==> src/bumpy_pkg.sv <==
`default_nettype none

package bumpy_pkg;

	typedef logic signed [17:0] fix_t; // position or speed in 1/64 pixel units
	typedef logic signed [10:0] pix_t; // screen coordinate in whole pixels
	typedef logic [3:0] edge_t; // one-hot border code

	// movement states of the sprite
	typedef enum logic [3:0] {
		s_reset,
		s_idle,
		s_left,
		s_right,
		s_down,
		s_up,
		s_die,
		s_bounce_from_left,
		s_bounce_from_right,
		s_bounce_from_top,
		s_down_from_right,
		s_down_from_left
	} bumpy_state_t;

	localparam int FIXED_SHIFT = 6; // 64 fixed units per pixel

	localparam fix_t FRAME_W_FIX = fix_t'(639 << FIXED_SHIFT);
	localparam fix_t FRAME_H_FIX = fix_t'(479 << FIXED_SHIFT);
	localparam fix_t BUMPY_SIZE_FIX = fix_t'(16 << FIXED_SHIFT);
	localparam fix_t START_FIX = fix_t'(8 << FIXED_SHIFT); // half a sprite from the corner

	localparam fix_t SPEED = 18'sd40; // per frame
	localparam fix_t JUMP_LIMIT = 18'sd200; // highest rise above the take-off point
	localparam fix_t BORDER_OFFSET = 18'sd40; // side margin

	localparam edge_t EDGE_BOTTOM = 4'b0001;
	localparam edge_t EDGE_RIGHT = 4'b0010;
	localparam edge_t EDGE_TOP = 4'b0100;
	localparam edge_t EDGE_LEFT = 4'b1000;

endpackage

`default_nettype wire

==> src/bumpy_control.sv <==
`timescale 1ns/1ps
`default_nettype none

module bumpy_control (
	input  logic clk,
	input  logic resetN,
	input  logic key_left,
	input  logic key_right,
	input  logic key_up,
	input  logic key_down,
	input  logic key_die,
	input  logic collision,
	input  bumpy_pkg::edge_t hit_edge,
	output bumpy_pkg::bumpy_state_t state
);

	bumpy_pkg::bumpy_state_t state_next;

	logic any_key;
	logic hit_left;
	logic hit_right;
	logic hit_top;
	logic hit_bottom;

	assign any_key = key_left | key_right | key_up | key_down | key_die;

	// edge code only counts while the collision pulse is up
	assign hit_left = collision && (hit_edge == bumpy_pkg::EDGE_LEFT);
	assign hit_right = collision && (hit_edge == bumpy_pkg::EDGE_RIGHT);
	assign hit_top = collision && (hit_edge == bumpy_pkg::EDGE_TOP);
	assign hit_bottom = collision && (hit_edge == bumpy_pkg::EDGE_BOTTOM);

	always_comb begin
		state_next = state;
		case (state)
			bumpy_pkg::s_reset:
				state_next = bumpy_pkg::s_idle;
			bumpy_pkg::s_idle: begin
				if (key_die) // die wins over every move
					state_next = bumpy_pkg::s_die;
				else if (key_left)
					state_next = bumpy_pkg::s_left;
				else if (key_right)
					state_next = bumpy_pkg::s_right;
				else if (key_up)
					state_next = bumpy_pkg::s_up;
				else if (key_down)
					state_next = bumpy_pkg::s_down;
			end
			bumpy_pkg::s_left: begin
				if (hit_left)
					state_next = bumpy_pkg::s_bounce_from_left;
				else if (!key_left)
					state_next = bumpy_pkg::s_idle;
			end
			bumpy_pkg::s_right: begin
				if (hit_right)
					state_next = bumpy_pkg::s_bounce_from_right;
				else if (!key_right)
					state_next = bumpy_pkg::s_idle;
			end
			bumpy_pkg::s_up: begin
				if (hit_top)
					state_next = bumpy_pkg::s_bounce_from_top;
				else if (!key_up)
					state_next = bumpy_pkg::s_idle;
			end
			bumpy_pkg::s_bounce_from_left: begin
				if (key_down)
					state_next = bumpy_pkg::s_down_from_left;
				else if (!any_key)
					state_next = bumpy_pkg::s_idle;
			end
			bumpy_pkg::s_bounce_from_right: begin
				if (key_down)
					state_next = bumpy_pkg::s_down_from_right;
				else if (!any_key)
					state_next = bumpy_pkg::s_idle;
			end
			bumpy_pkg::s_bounce_from_top: begin
				if (key_down) // no side drift off the ceiling
					state_next = bumpy_pkg::s_down;
				else if (!any_key)
					state_next = bumpy_pkg::s_idle;
			end
			bumpy_pkg::s_down, bumpy_pkg::s_down_from_left, bumpy_pkg::s_down_from_right: begin
				if (hit_bottom) // landed
					state_next = bumpy_pkg::s_idle;
			end
			bumpy_pkg::s_die: begin
				if (key_down)
					state_next = bumpy_pkg::s_down;
			end
			default:
				state_next = bumpy_pkg::s_idle;
		endcase
	end

	always_ff @(posedge clk or negedge resetN) begin
		if (!resetN)
			state <= bumpy_pkg::s_reset;
		else
			state <= state_next;
	end

endmodule

`default_nettype wire

==> src/bumpy_hit_detect.sv <==
`timescale 1ns/1ps
`default_nettype none

module bumpy_hit_detect (
	input  logic clk,
	input  logic resetN,
	input  logic pos_valid,
	input  bumpy_pkg::fix_t pos_x,
	input  bumpy_pkg::fix_t pos_y,
	output logic collision,
	output bumpy_pkg::edge_t hit_edge
);

	bumpy_pkg::fix_t bottom_y;
	bumpy_pkg::fix_t right_x;
	bumpy_pkg::edge_t edge_next;

	logic at_bottom;
	logic at_top;
	logic at_left;
	logic at_right;

	// far corner of the sprite
	assign bottom_y = pos_y + bumpy_pkg::BUMPY_SIZE_FIX;
	assign right_x = pos_x + bumpy_pkg::BUMPY_SIZE_FIX;

	assign at_bottom = bottom_y >= bumpy_pkg::FRAME_H_FIX;
	assign at_top = pos_y <= 0;
	assign at_left = pos_x < bumpy_pkg::BORDER_OFFSET;
	assign at_right = right_x > (bumpy_pkg::FRAME_W_FIX - bumpy_pkg::BORDER_OFFSET);

	// only the highest priority edge is reported
	always_comb begin
		if (at_bottom)
			edge_next = bumpy_pkg::EDGE_BOTTOM;
		else if (at_top)
			edge_next = bumpy_pkg::EDGE_TOP;
		else if (at_left)
			edge_next = bumpy_pkg::EDGE_LEFT;
		else if (at_right)
			edge_next = bumpy_pkg::EDGE_RIGHT;
		else
			edge_next = '0;
	end

	always_ff @(posedge clk or negedge resetN) begin
		if (!resetN) begin
			collision <= 1'b0;
			hit_edge <= '0;
		end else begin
			collision <= pos_valid && (edge_next != '0); // one cycle since pos_valid is
			if (pos_valid)
				hit_edge <= edge_next;
		end
	end

endmodule

`default_nettype wire

==> src/bumpy_move.sv <==
`timescale 1ns/1ps
`default_nettype none

module bumpy_move (
	input  logic clk,
	input  logic resetN,
	input  logic start_of_frame, // one-cycle strobe per video frame
	input  bumpy_pkg::bumpy_state_t state,
	input  logic collision,
	input  bumpy_pkg::edge_t hit_edge,
	output bumpy_pkg::fix_t pos_x,
	output bumpy_pkg::fix_t pos_y,
	output bumpy_pkg::pix_t offset_topleft_x,
	output bumpy_pkg::pix_t offset_topleft_y,
	output logic pos_valid,
	output logic dead_flag
);

	bumpy_pkg::fix_t speed_x;
	bumpy_pkg::fix_t speed_y;
	bumpy_pkg::fix_t jump_start_y; // floor height at the last take-off

	logic bottom_hit;
	logic past_left;
	logic past_right;
	logic jump_over;

	assign bottom_hit = collision && (hit_edge == bumpy_pkg::EDGE_BOTTOM);

	assign past_left = pos_x < bumpy_pkg::BORDER_OFFSET;
	assign past_right = (pos_x + bumpy_pkg::BUMPY_SIZE_FIX) >
		(bumpy_pkg::FRAME_W_FIX - bumpy_pkg::BORDER_OFFSET);

	// y grows downward so a high jump means a small pos_y
	assign jump_over = pos_y < (jump_start_y - bumpy_pkg::JUMP_LIMIT);

	always_ff @(posedge clk or negedge resetN) begin
		if (!resetN)
			jump_start_y <= bumpy_pkg::START_FIX;
		else if (bottom_hit)
			jump_start_y <= pos_y;
	end

	// horizontal speed
	always_ff @(posedge clk or negedge resetN) begin
		if (!resetN) begin
			speed_x <= '0;
		end else begin
			case (state)
				bumpy_pkg::s_left:
					speed_x <= -bumpy_pkg::SPEED;
				bumpy_pkg::s_right:
					speed_x <= bumpy_pkg::SPEED;
				bumpy_pkg::s_bounce_from_left, bumpy_pkg::s_bounce_from_right: begin
					if (past_left)
						speed_x <= bumpy_pkg::SPEED;
					else if (past_right)
						speed_x <= -bumpy_pkg::SPEED;
				end
				bumpy_pkg::s_down_from_left, bumpy_pkg::s_down_from_right:
					speed_x <= speed_x; // keep drifting sideways on the way down
				default:
					speed_x <= '0;
			endcase
		end
	end

	// vertical speed
	always_ff @(posedge clk or negedge resetN) begin
		if (!resetN) begin
			speed_y <= '0;
		end else begin
			case (state)
				bumpy_pkg::s_idle, bumpy_pkg::s_left, bumpy_pkg::s_right,
				bumpy_pkg::s_bounce_from_left, bumpy_pkg::s_bounce_from_right: begin
					if (bottom_hit && (speed_y >= 0)) // bounce off the floor
						speed_y <= -bumpy_pkg::SPEED;
					else if (speed_y == 0) // gravity
						speed_y <= bumpy_pkg::SPEED;
					else if ((speed_y < 0) && jump_over)
						speed_y <= bumpy_pkg::SPEED;
				end
				bumpy_pkg::s_up:
					speed_y <= -bumpy_pkg::SPEED;
				bumpy_pkg::s_bounce_from_top:
					speed_y <= bumpy_pkg::SPEED;
				bumpy_pkg::s_down, bumpy_pkg::s_down_from_left, bumpy_pkg::s_down_from_right:
					speed_y <= bottom_hit ? -bumpy_pkg::SPEED : bumpy_pkg::SPEED;
				default:
					speed_y <= '0; // reset and die freeze the sprite
			endcase
		end
	end

	// integrate once per frame
	always_ff @(posedge clk or negedge resetN) begin
		if (!resetN) begin
			pos_x <= bumpy_pkg::START_FIX;
			pos_y <= bumpy_pkg::START_FIX;
			pos_valid <= 1'b0;
		end else begin
			pos_valid <= start_of_frame; // fresh position for the border check
			if (start_of_frame) begin
				pos_x <= pos_x + speed_x;
				pos_y <= pos_y + speed_y;
			end
		end
	end

	always_ff @(posedge clk or negedge resetN) begin
		if (!resetN)
			dead_flag <= 1'b0;
		else if (state == bumpy_pkg::s_die)
			dead_flag <= 1'b1;
		else if (state == bumpy_pkg::s_down)
			dead_flag <= 1'b0;
	end

	assign offset_topleft_x = bumpy_pkg::pix_t'(pos_x >>> bumpy_pkg::FIXED_SHIFT);
	assign offset_topleft_y = bumpy_pkg::pix_t'(pos_y >>> bumpy_pkg::FIXED_SHIFT);

endmodule

`default_nettype wire

==> src/bumpy_top.sv <==
`timescale 1ns/1ps
`default_nettype none

module bumpy_top (
	input  logic clk,
	input  logic resetN,
	input  logic start_of_frame,
	input  logic key_left,
	input  logic key_right,
	input  logic key_up,
	input  logic key_down,
	input  logic key_die,
	output bumpy_pkg::pix_t offset_topleft_x,
	output bumpy_pkg::pix_t offset_topleft_y,
	output logic collision,
	output bumpy_pkg::edge_t hit_edge,
	output bumpy_pkg::bumpy_state_t state,
	output logic dead_flag
);

	bumpy_pkg::fix_t pos_x;
	bumpy_pkg::fix_t pos_y;
	logic pos_valid;

	bumpy_control control0 (
		.clk (clk),
		.resetN (resetN),
		.key_left (key_left),
		.key_right (key_right),
		.key_up (key_up),
		.key_down (key_down),
		.key_die (key_die),
		.collision (collision),
		.hit_edge (hit_edge),
		.state (state)
	);

	bumpy_move move0 (
		.clk (clk),
		.resetN (resetN),
		.start_of_frame (start_of_frame),
		.state (state),
		.collision (collision),
		.hit_edge (hit_edge),
		.pos_x (pos_x),
		.pos_y (pos_y),
		.offset_topleft_x (offset_topleft_x),
		.offset_topleft_y (offset_topleft_y),
		.pos_valid (pos_valid),
		.dead_flag (dead_flag)
	);

	// border check one cycle after each position update
	bumpy_hit_detect hit0 (
		.clk (clk),
		.resetN (resetN),
		.pos_valid (pos_valid),
		.pos_x (pos_x),
		.pos_y (pos_y),
		.collision (collision),
		.hit_edge (hit_edge)
	);

endmodule

`default_nettype wire

==> config.mk <==
export PLATFORM = sky130hd
export DESIGN_NAME = bumpy_top
export DESIGN_NICKNAME = d
export VERILOG_FILES = /design/src/bumpy_pkg.sv /design/src/bumpy_control.sv /design/src/bumpy_hit_detect.sv /design/src/bumpy_move.sv /design/src/bumpy_top.sv
export SDC_FILE = /design/constraint.sdc
export NUM_CORES = 1
export LEC_CHECK = 0
export ABC_AREA = 0
export BUFFER_PORTS_ARGS = -buffer_cell sky130_fd_sc_hd__buf_4
export CAP_MARGIN = 20
export CORE_UTILIZATION = 66
export DETAILED_ROUTE_END_ITERATION = 10
export GPL_ROUTABILITY_DRIVEN = 0
export GPL_TIMING_DRIVEN = 0
export PLACE_DENSITY = 0.82
export RECOVER_POWER = 100
export SKIP_CTS_REPAIR_TIMING = 1
export SLEW_MARGIN = 20
export SYNTH_ARGS = -nofsm -noshare
export SYNTH_HDL_FRONTEND = slang
export SYNTH_SLANG_ARGS = --single-unit
==> constraint.sdc <==
create_clock -name clk -period 5.4 [get_ports clk]
set_input_delay 0.81 -clock clk [delete_from_list [all_inputs] [get_ports clk]]
set_output_delay 0.81 -clock clk [all_outputs]
set_load 0.02 [all_outputs]
# [After elaboration in Yosys (flattened, before gate mapping)]
# Index checks and enable logic that the tools add are counted.
[word_totals] regBits=101 elab_cells=95
[classes] add_sub_neg=5 n_lt_le_gt_ge=7 eq_ne=21 mux=31 bitwise=5 n_reduce_logical=16
[ops] operator="18-bit one-hot mux with 4 select lines" count=2
[ops] operator="18-bit 2-to-1 mux" count=6
[ops] operator="4-bit 2-to-1 mux" count=19
[ops] operator="18-bit by 12-bit adder with 18-bit output (second input constant)" count=2
[ops] operator="18-bit adder" count=2
[ops] operator="4-bit one-hot mux with 9 select lines" count=1
[ops] operator="32-bit logical NOT" count=1
[ops] operator="4-bit by 3-bit equality test with 1-bit output (second input constant)" count=5
[ops] operator="4-bit equality test (second input constant)" count=5
[ops] operator="18-bit by 1-bit >= comparator with 1-bit output (second input constant)" count=1
[ops] operator="18-bit by 16-bit >= comparator with 1-bit output (second input constant)" count=1
[ops] operator="18-bit by 17-bit > comparator with 1-bit output (second input constant)" count=1
[ops] operator="18-bit by 1-bit less-or-equal comparator with 1-bit output (second input constant)" count=1
[ops] operator="18-bit by 1-bit less-than comparator with 1-bit output (second input constant)" count=1
[ops] operator="18-bit less-than comparator" count=1
[ops] operator="18-bit by 7-bit less-than comparator with 1-bit output (second input constant)" count=1
[ops] operator="18-bit by 9-bit subtractor with 18-bit output (second input constant)" count=1
[ops] operator="4-bit by 2-bit equality test with 1-bit output (second input constant)" count=3
[ops] operator="3-bit by 2-bit inequality test with 1-bit output (second input constant)" count=3
[ops] operator="4-bit by 1-bit equality test with 1-bit output (second input constant)" count=2
[ops] operator="1-bit logical AND" count=7
[ops] operator="5-bit OR reduction" count=1
[ops] operator="4-bit by 1-bit inequality test with 1-bit output (second input constant)" count=1
[ops] operator="1-bit OR" count=4
[ops] operator="other kinds (11)" count=13

# [Longest topological paths before layout]
[depth] depth_word=8 depth_mapped=14

# [Modules after synthesis]
# Synthesis repeated with hierarchy kept, for this count alone.
[unflattened] cells_unflattened=644 area_unflattened_um2=5681.7
[by_module_without_submodules] mod="bumpy_move" n_inst=1 cells_per_inst=486 area_per_inst_um2=4484.3 seq_area_each_um2=1330.0
[by_module_without_submodules] mod="bumpy_hit_detect" n_inst=1 cells_per_inst=86 area_per_inst_um2=664.4 seq_area_each_um2=125.1
[by_module_without_submodules] mod="bumpy_control" n_inst=1 cells_per_inst=72 area_per_inst_um2=533.0 seq_area_each_um2=100.1

# [Least setup slack after synthesis]
# Ideal clock, no wire load.
[synth_timing] path_type="register to register" from="register move0.jump_start_y[11]" to="register move0.speed_y[3]" t_arrival_ns=2.746 required_ns=5.335 slack_ns=2.589 path_stages_with_launch=12 path_cell_list="dfrtp_1 > or3_1 > or3_1 > nor2_1 > nand2_1 > xor2_1 > ha_1 > a21o_1 > a2111oi_0 > o21ai_0 > o21ai_0 > o22a_1"
[synth_between] elab_chain_cells=4
[synth_lines] item="start: declaration" line="bumpy_move.sv:21" source="bumpy_pkg::fix_t jump_start_y;"
[synth_lines] item="start signal: assignment" line="bumpy_move.sv:39" source="jump_start_y <= bumpy_pkg::START_FIX;"
[synth_lines] item="start signal: assignment" line="bumpy_move.sv:41" source="jump_start_y <= pos_y;"
[synth_lines] item="18-bit by 9-bit subtractor with 18-bit output" line="bumpy_move.sv:35" source="assign jump_over = pos_y < (jump_start_y - bumpy_pkg::JUMP_LIMIT);"
[synth_lines] item="18-bit less-than comparator" line="bumpy_move.sv:35"
[synth_lines] item="1-bit logical AND" line="bumpy_move.sv:80" source="else if ((speed_y < 0) && jump_over)"
[synth_lines] item="4-bit by 1-bit inequality test with 1-bit output (no source line)"
[synth_lines] item="end signal: assignment" line="bumpy_move.sv:79" source="speed_y <= bumpy_pkg::SPEED;"
[synth_lines] item="end signal: assignment" line="bumpy_move.sv:81" source="speed_y <= bumpy_pkg::SPEED;"
[synth_lines] item="end signal: assignment" line="bumpy_move.sv:84" source="speed_y <= -bumpy_pkg::SPEED;"
[synth_lines] item="end: declaration" line="bumpy_move.sv:20" source="bumpy_pkg::fix_t speed_y;"
# No other way between the ends.
# A chain may end at the register's enable or synchronous reset.

==> flow_summary_export.csv <==
group,metric,value,unit
detailed_routing,drc,0,
worst_setup_path,crit_chain,"clkbuf_1",
power,intPower,2010,µW
sta,tightest_slew,3.41,ns
sta,skew,0.00890,ns
final_layout,nets,713,
yosys,syn_area,0.00529,mm²
power,p_leak,0.00268,µW
worst_setup_path,crit_family,"buffers and inverters",
worst_setup_path,critPathLaunch,"resetN",
global_route,overflow,0,
final_layout,area_growth_syn_to_layout,10.1,%
detailed_routing,vias_per_cell,6.34,
cts,clk_latency,0.35,ns
global_route,grt_pass1_wl,22.3,mm
yosys,ys_warn_count,0,
worst_setup_path,cp-start-kind,"input pin",
worst_hold_path,hold_end,"move0.dead_flag$_DFFE_PN0P_",
yosys,synth_cells,605,
outcome,violations,"max-capacitance violations, max-slew violations",
worst_setup_path,reg2reg_to,"move0.speed_y[5]$_DFFE_PN0P_",
final_layout,final_cells,762,
final_layout,layout_common_cells,"59 x dfrtp_1, 55 x nor2_1, 48 x ha_1",
sta,finalCritPeriodShare,65.3,%
place,dpl.cell_count,746,
worst_setup_path,slowest_delay,2.35,ns
sta,period_minus_slack,3.53,ns
global_route,track_usage,33.4,%
sta,slew_headroom,-127,%
cts,cts_sinks,62,
worst_setup_path,endpoint_kind,"asynchronous set/reset pin",
yosys,synth_cell_types,70,
sta,setup_viol,0,
flow_run,cap_violations,1,
detailed_routing,vias,4833,
detailed_routing,drtIter0Drc,248,
power,power_switching,1860,µW
sta,slew_violations,63,
yosys,synth_seq_area_share,29.4,%
worst_setup_path,criticalPathCategory,"in -> async",
power,irDropWorstVdd,0.366,mV
final_layout,drive_gt1_share,14.5,%
global_route,use_met3,3.35,%
sta,whs,0.516,ns
worst_setup_path,required,5.08,ns
worst_setup_path,reg2reg_slack,2.03,ns
yosys,ys_ff_latch,62,
die,die-width,91.5,µm
cts,cts_root_buffer,"clkbuf_8",
sta,hold_viol,0,
global_route,grt_max_degree,63,
die,io_pins,40,
global_route,busiest_layer,"met2",
die,core_area,0.00773,mm²
cts,cts_made_buffers,9,
final_layout,layout_commonest_cell,"dfrtp_1",
global_route,grt_pass1_vias,4786,
die,die_area,0.00838,mm²
power,sequentialPowerShare,27.4,%
outcome,status,"complete, but fails checks",
worst_hold_path,min_from,"move0.dead_flag$_DFFE_PN0P_",
detailed_routing,totalWireLength,13.1,mm
yosys,synth_nets,663,
power,power.share.clock,10.3,%
cts,cts_buffer_depth,2,
global_route,grt_use_met2,55.7,%
yosys,synth-edff-count,0,
place,io_buffers,39,
place,dpl.hpwl,9.66,mm
yosys,synth-main-ff-cell,"dfrtp_1",
detailed_routing,drt-pass1-iter-count,5,
worst_setup_path,cp_slowest_cell,"clkbuf_1",
yosys,async_flop_share,100,%
final_layout,diodes,0,
worst_setup_path,critPathBufInv,1,
detailed_routing,drtAntennaViolNets,0,
cts,cts.clk_slew.worst_paths,0.07,ns
worst_setup_path,reg2regPathDepth,11,
sta,rsz0062_at_grt,"no",
worst_hold_path,min_path_type,"reg -> reg",
power,p_per_area,664,mW/mm²
die,row_count,32,
global_route,met1_usage,44.0,%
power,switching_share,48.1,%
worst_hold_path,min_delay_path_depth,1,
die,dieHeight,91.5,µm
worst_setup_path,r2r_start,"move0.jump_start_y[11]$_DFFE_PN0P_",
cts,cts_tree,"yes",
cts,htree_levels,3,
sta,fmax,284,MHz
worst_setup_path,path_max_fanout,62,
detailed_routing,wire_per_inst,17.2,µm
worst_setup_path,worstPathArrival,3.21,ns
yosys,syn_avg_cell_area,8.74,µm²
power,power_frac_comb,62.3,%
global_route,antenna_found_initial,0,
die,start_util,68.4,%
sta,fin_setup_tns,0,ns
cell families (layout without fill, tap and decap cells):
| group | Yosys count | in the layout | share of synthesized area, % |
|---|---|---|---|
| and+or+nand+nor | 193 | 193 | 18.3 |
| AOI/OAI and AO/OA | 172 | 172 | 22.0 |
| buffers and inverters | 65 | 120 | 6.46 |
| DFF | 62 | 62 | 29.4 |
| adders and majority gates | 50 | 50 | 12.1 |
| xor gates and xnor gates | 33 | 33 | 5.46 |
| muxes | 30 | 30 | 6.27 |
flip-flops by register name (all words and copies together) (netlist names):
name                flops
move0.jump_start_y     15
move0.pos_x            15
move0.pos_y            15
control0.state          4
hit0.hit_edge           4
move0.speed_x           3
move0.speed_y           3
hit0.collision          1
move0.dead_flag         1
move0.pos_valid         1
worst max-delay path by stage:
stage,end,cells past startpoint
after floorplan,move0.speed_y[3]$_DFFE_PN0P_,11
after global placement,move0.speed_y[5]$_DFFE_PN0P_,11
after detailed placement,move0.speed_y[5]$_DFFE_PN0P_,11
after CTS,move0.speed_y[5]$_DFFE_PN0P_,11
after global routing,move0.pos_x[7]$_DFFE_PN0P_,1
final,move0.pos_x[7]$_DFFE_PN0P_,1
synthesized netlist by cell type (all sizes together), types with 6 or more instances:
master	count	area, µm²
a211oi	8	60.1
a21o	21	158
a21oi	40	208
a31oi	13	81.3
and3	7	48.8
buf	29	206
clkbuf	10	37.5
dfrtp	59	1480
ha	48	601
inv	26	97.6
mux2	25	282
nand2	42	158
nand2b	14	87.6
nand3	11	55.1
nand4	11	68.8
nor2	55	206
nor2b	7	43.8
nor3	16	80.1
nor4	6	37.5
o21a	9	67.6
o21ai	26	134
o22ai	6	37.5
o31ai	8	60.1
xnor2	25	219
xor2	8	70.1
metal layers:
| metal | vias up | part of all wire [%] |
|---|---|---|
| met5 | - | 0 |
| li1 | 2321 | - |
| met3 | 24 | 5.1 |
| met1 | 2334 | 45 |
| met4 | 0 | 1.8 |
| met2 | 154 | 48 |
layout make-up:
type	count	area, µm²
Buffer	39	233
Clock buffer	13	169
Clock inverter	3	17.5
Fill cell	616	1900
Inverter	26	97.6
Multi-Input combinational cell	478	3380
Sequential cell	62	1560
Tap cell	102	128
Timing Repair Buffer	39	248
stage by stage:
stage | area, µm² | total power, µW | worst slack (ns) | utilization, %
after CTS | 5900 | 3900 | 2.10 | 76.3
after global placement | 5710 | 3380 | 2.28 | 73.9
final | 5830 | 3870 | 1.87 | 75.4
after detailed placement | 5710 | 3490 | 2.13 | 73.9
after global routing | 5830 | 4190 | 1.17 | 75.4
after floorplan | 5290 | 2830 | 2.59 | -
power by group through the flow:
stage	clock (µW)	combinational (µW)	sequential, µW
final	397	2410	1060
after global routing	420	2670	1100
after CTS	399	2450	1060
after detailed placement	0	2430	1060
after global placement	0	2330	1050
after floorplan	0	1860	965
Power figures use the tool's default switching activity.
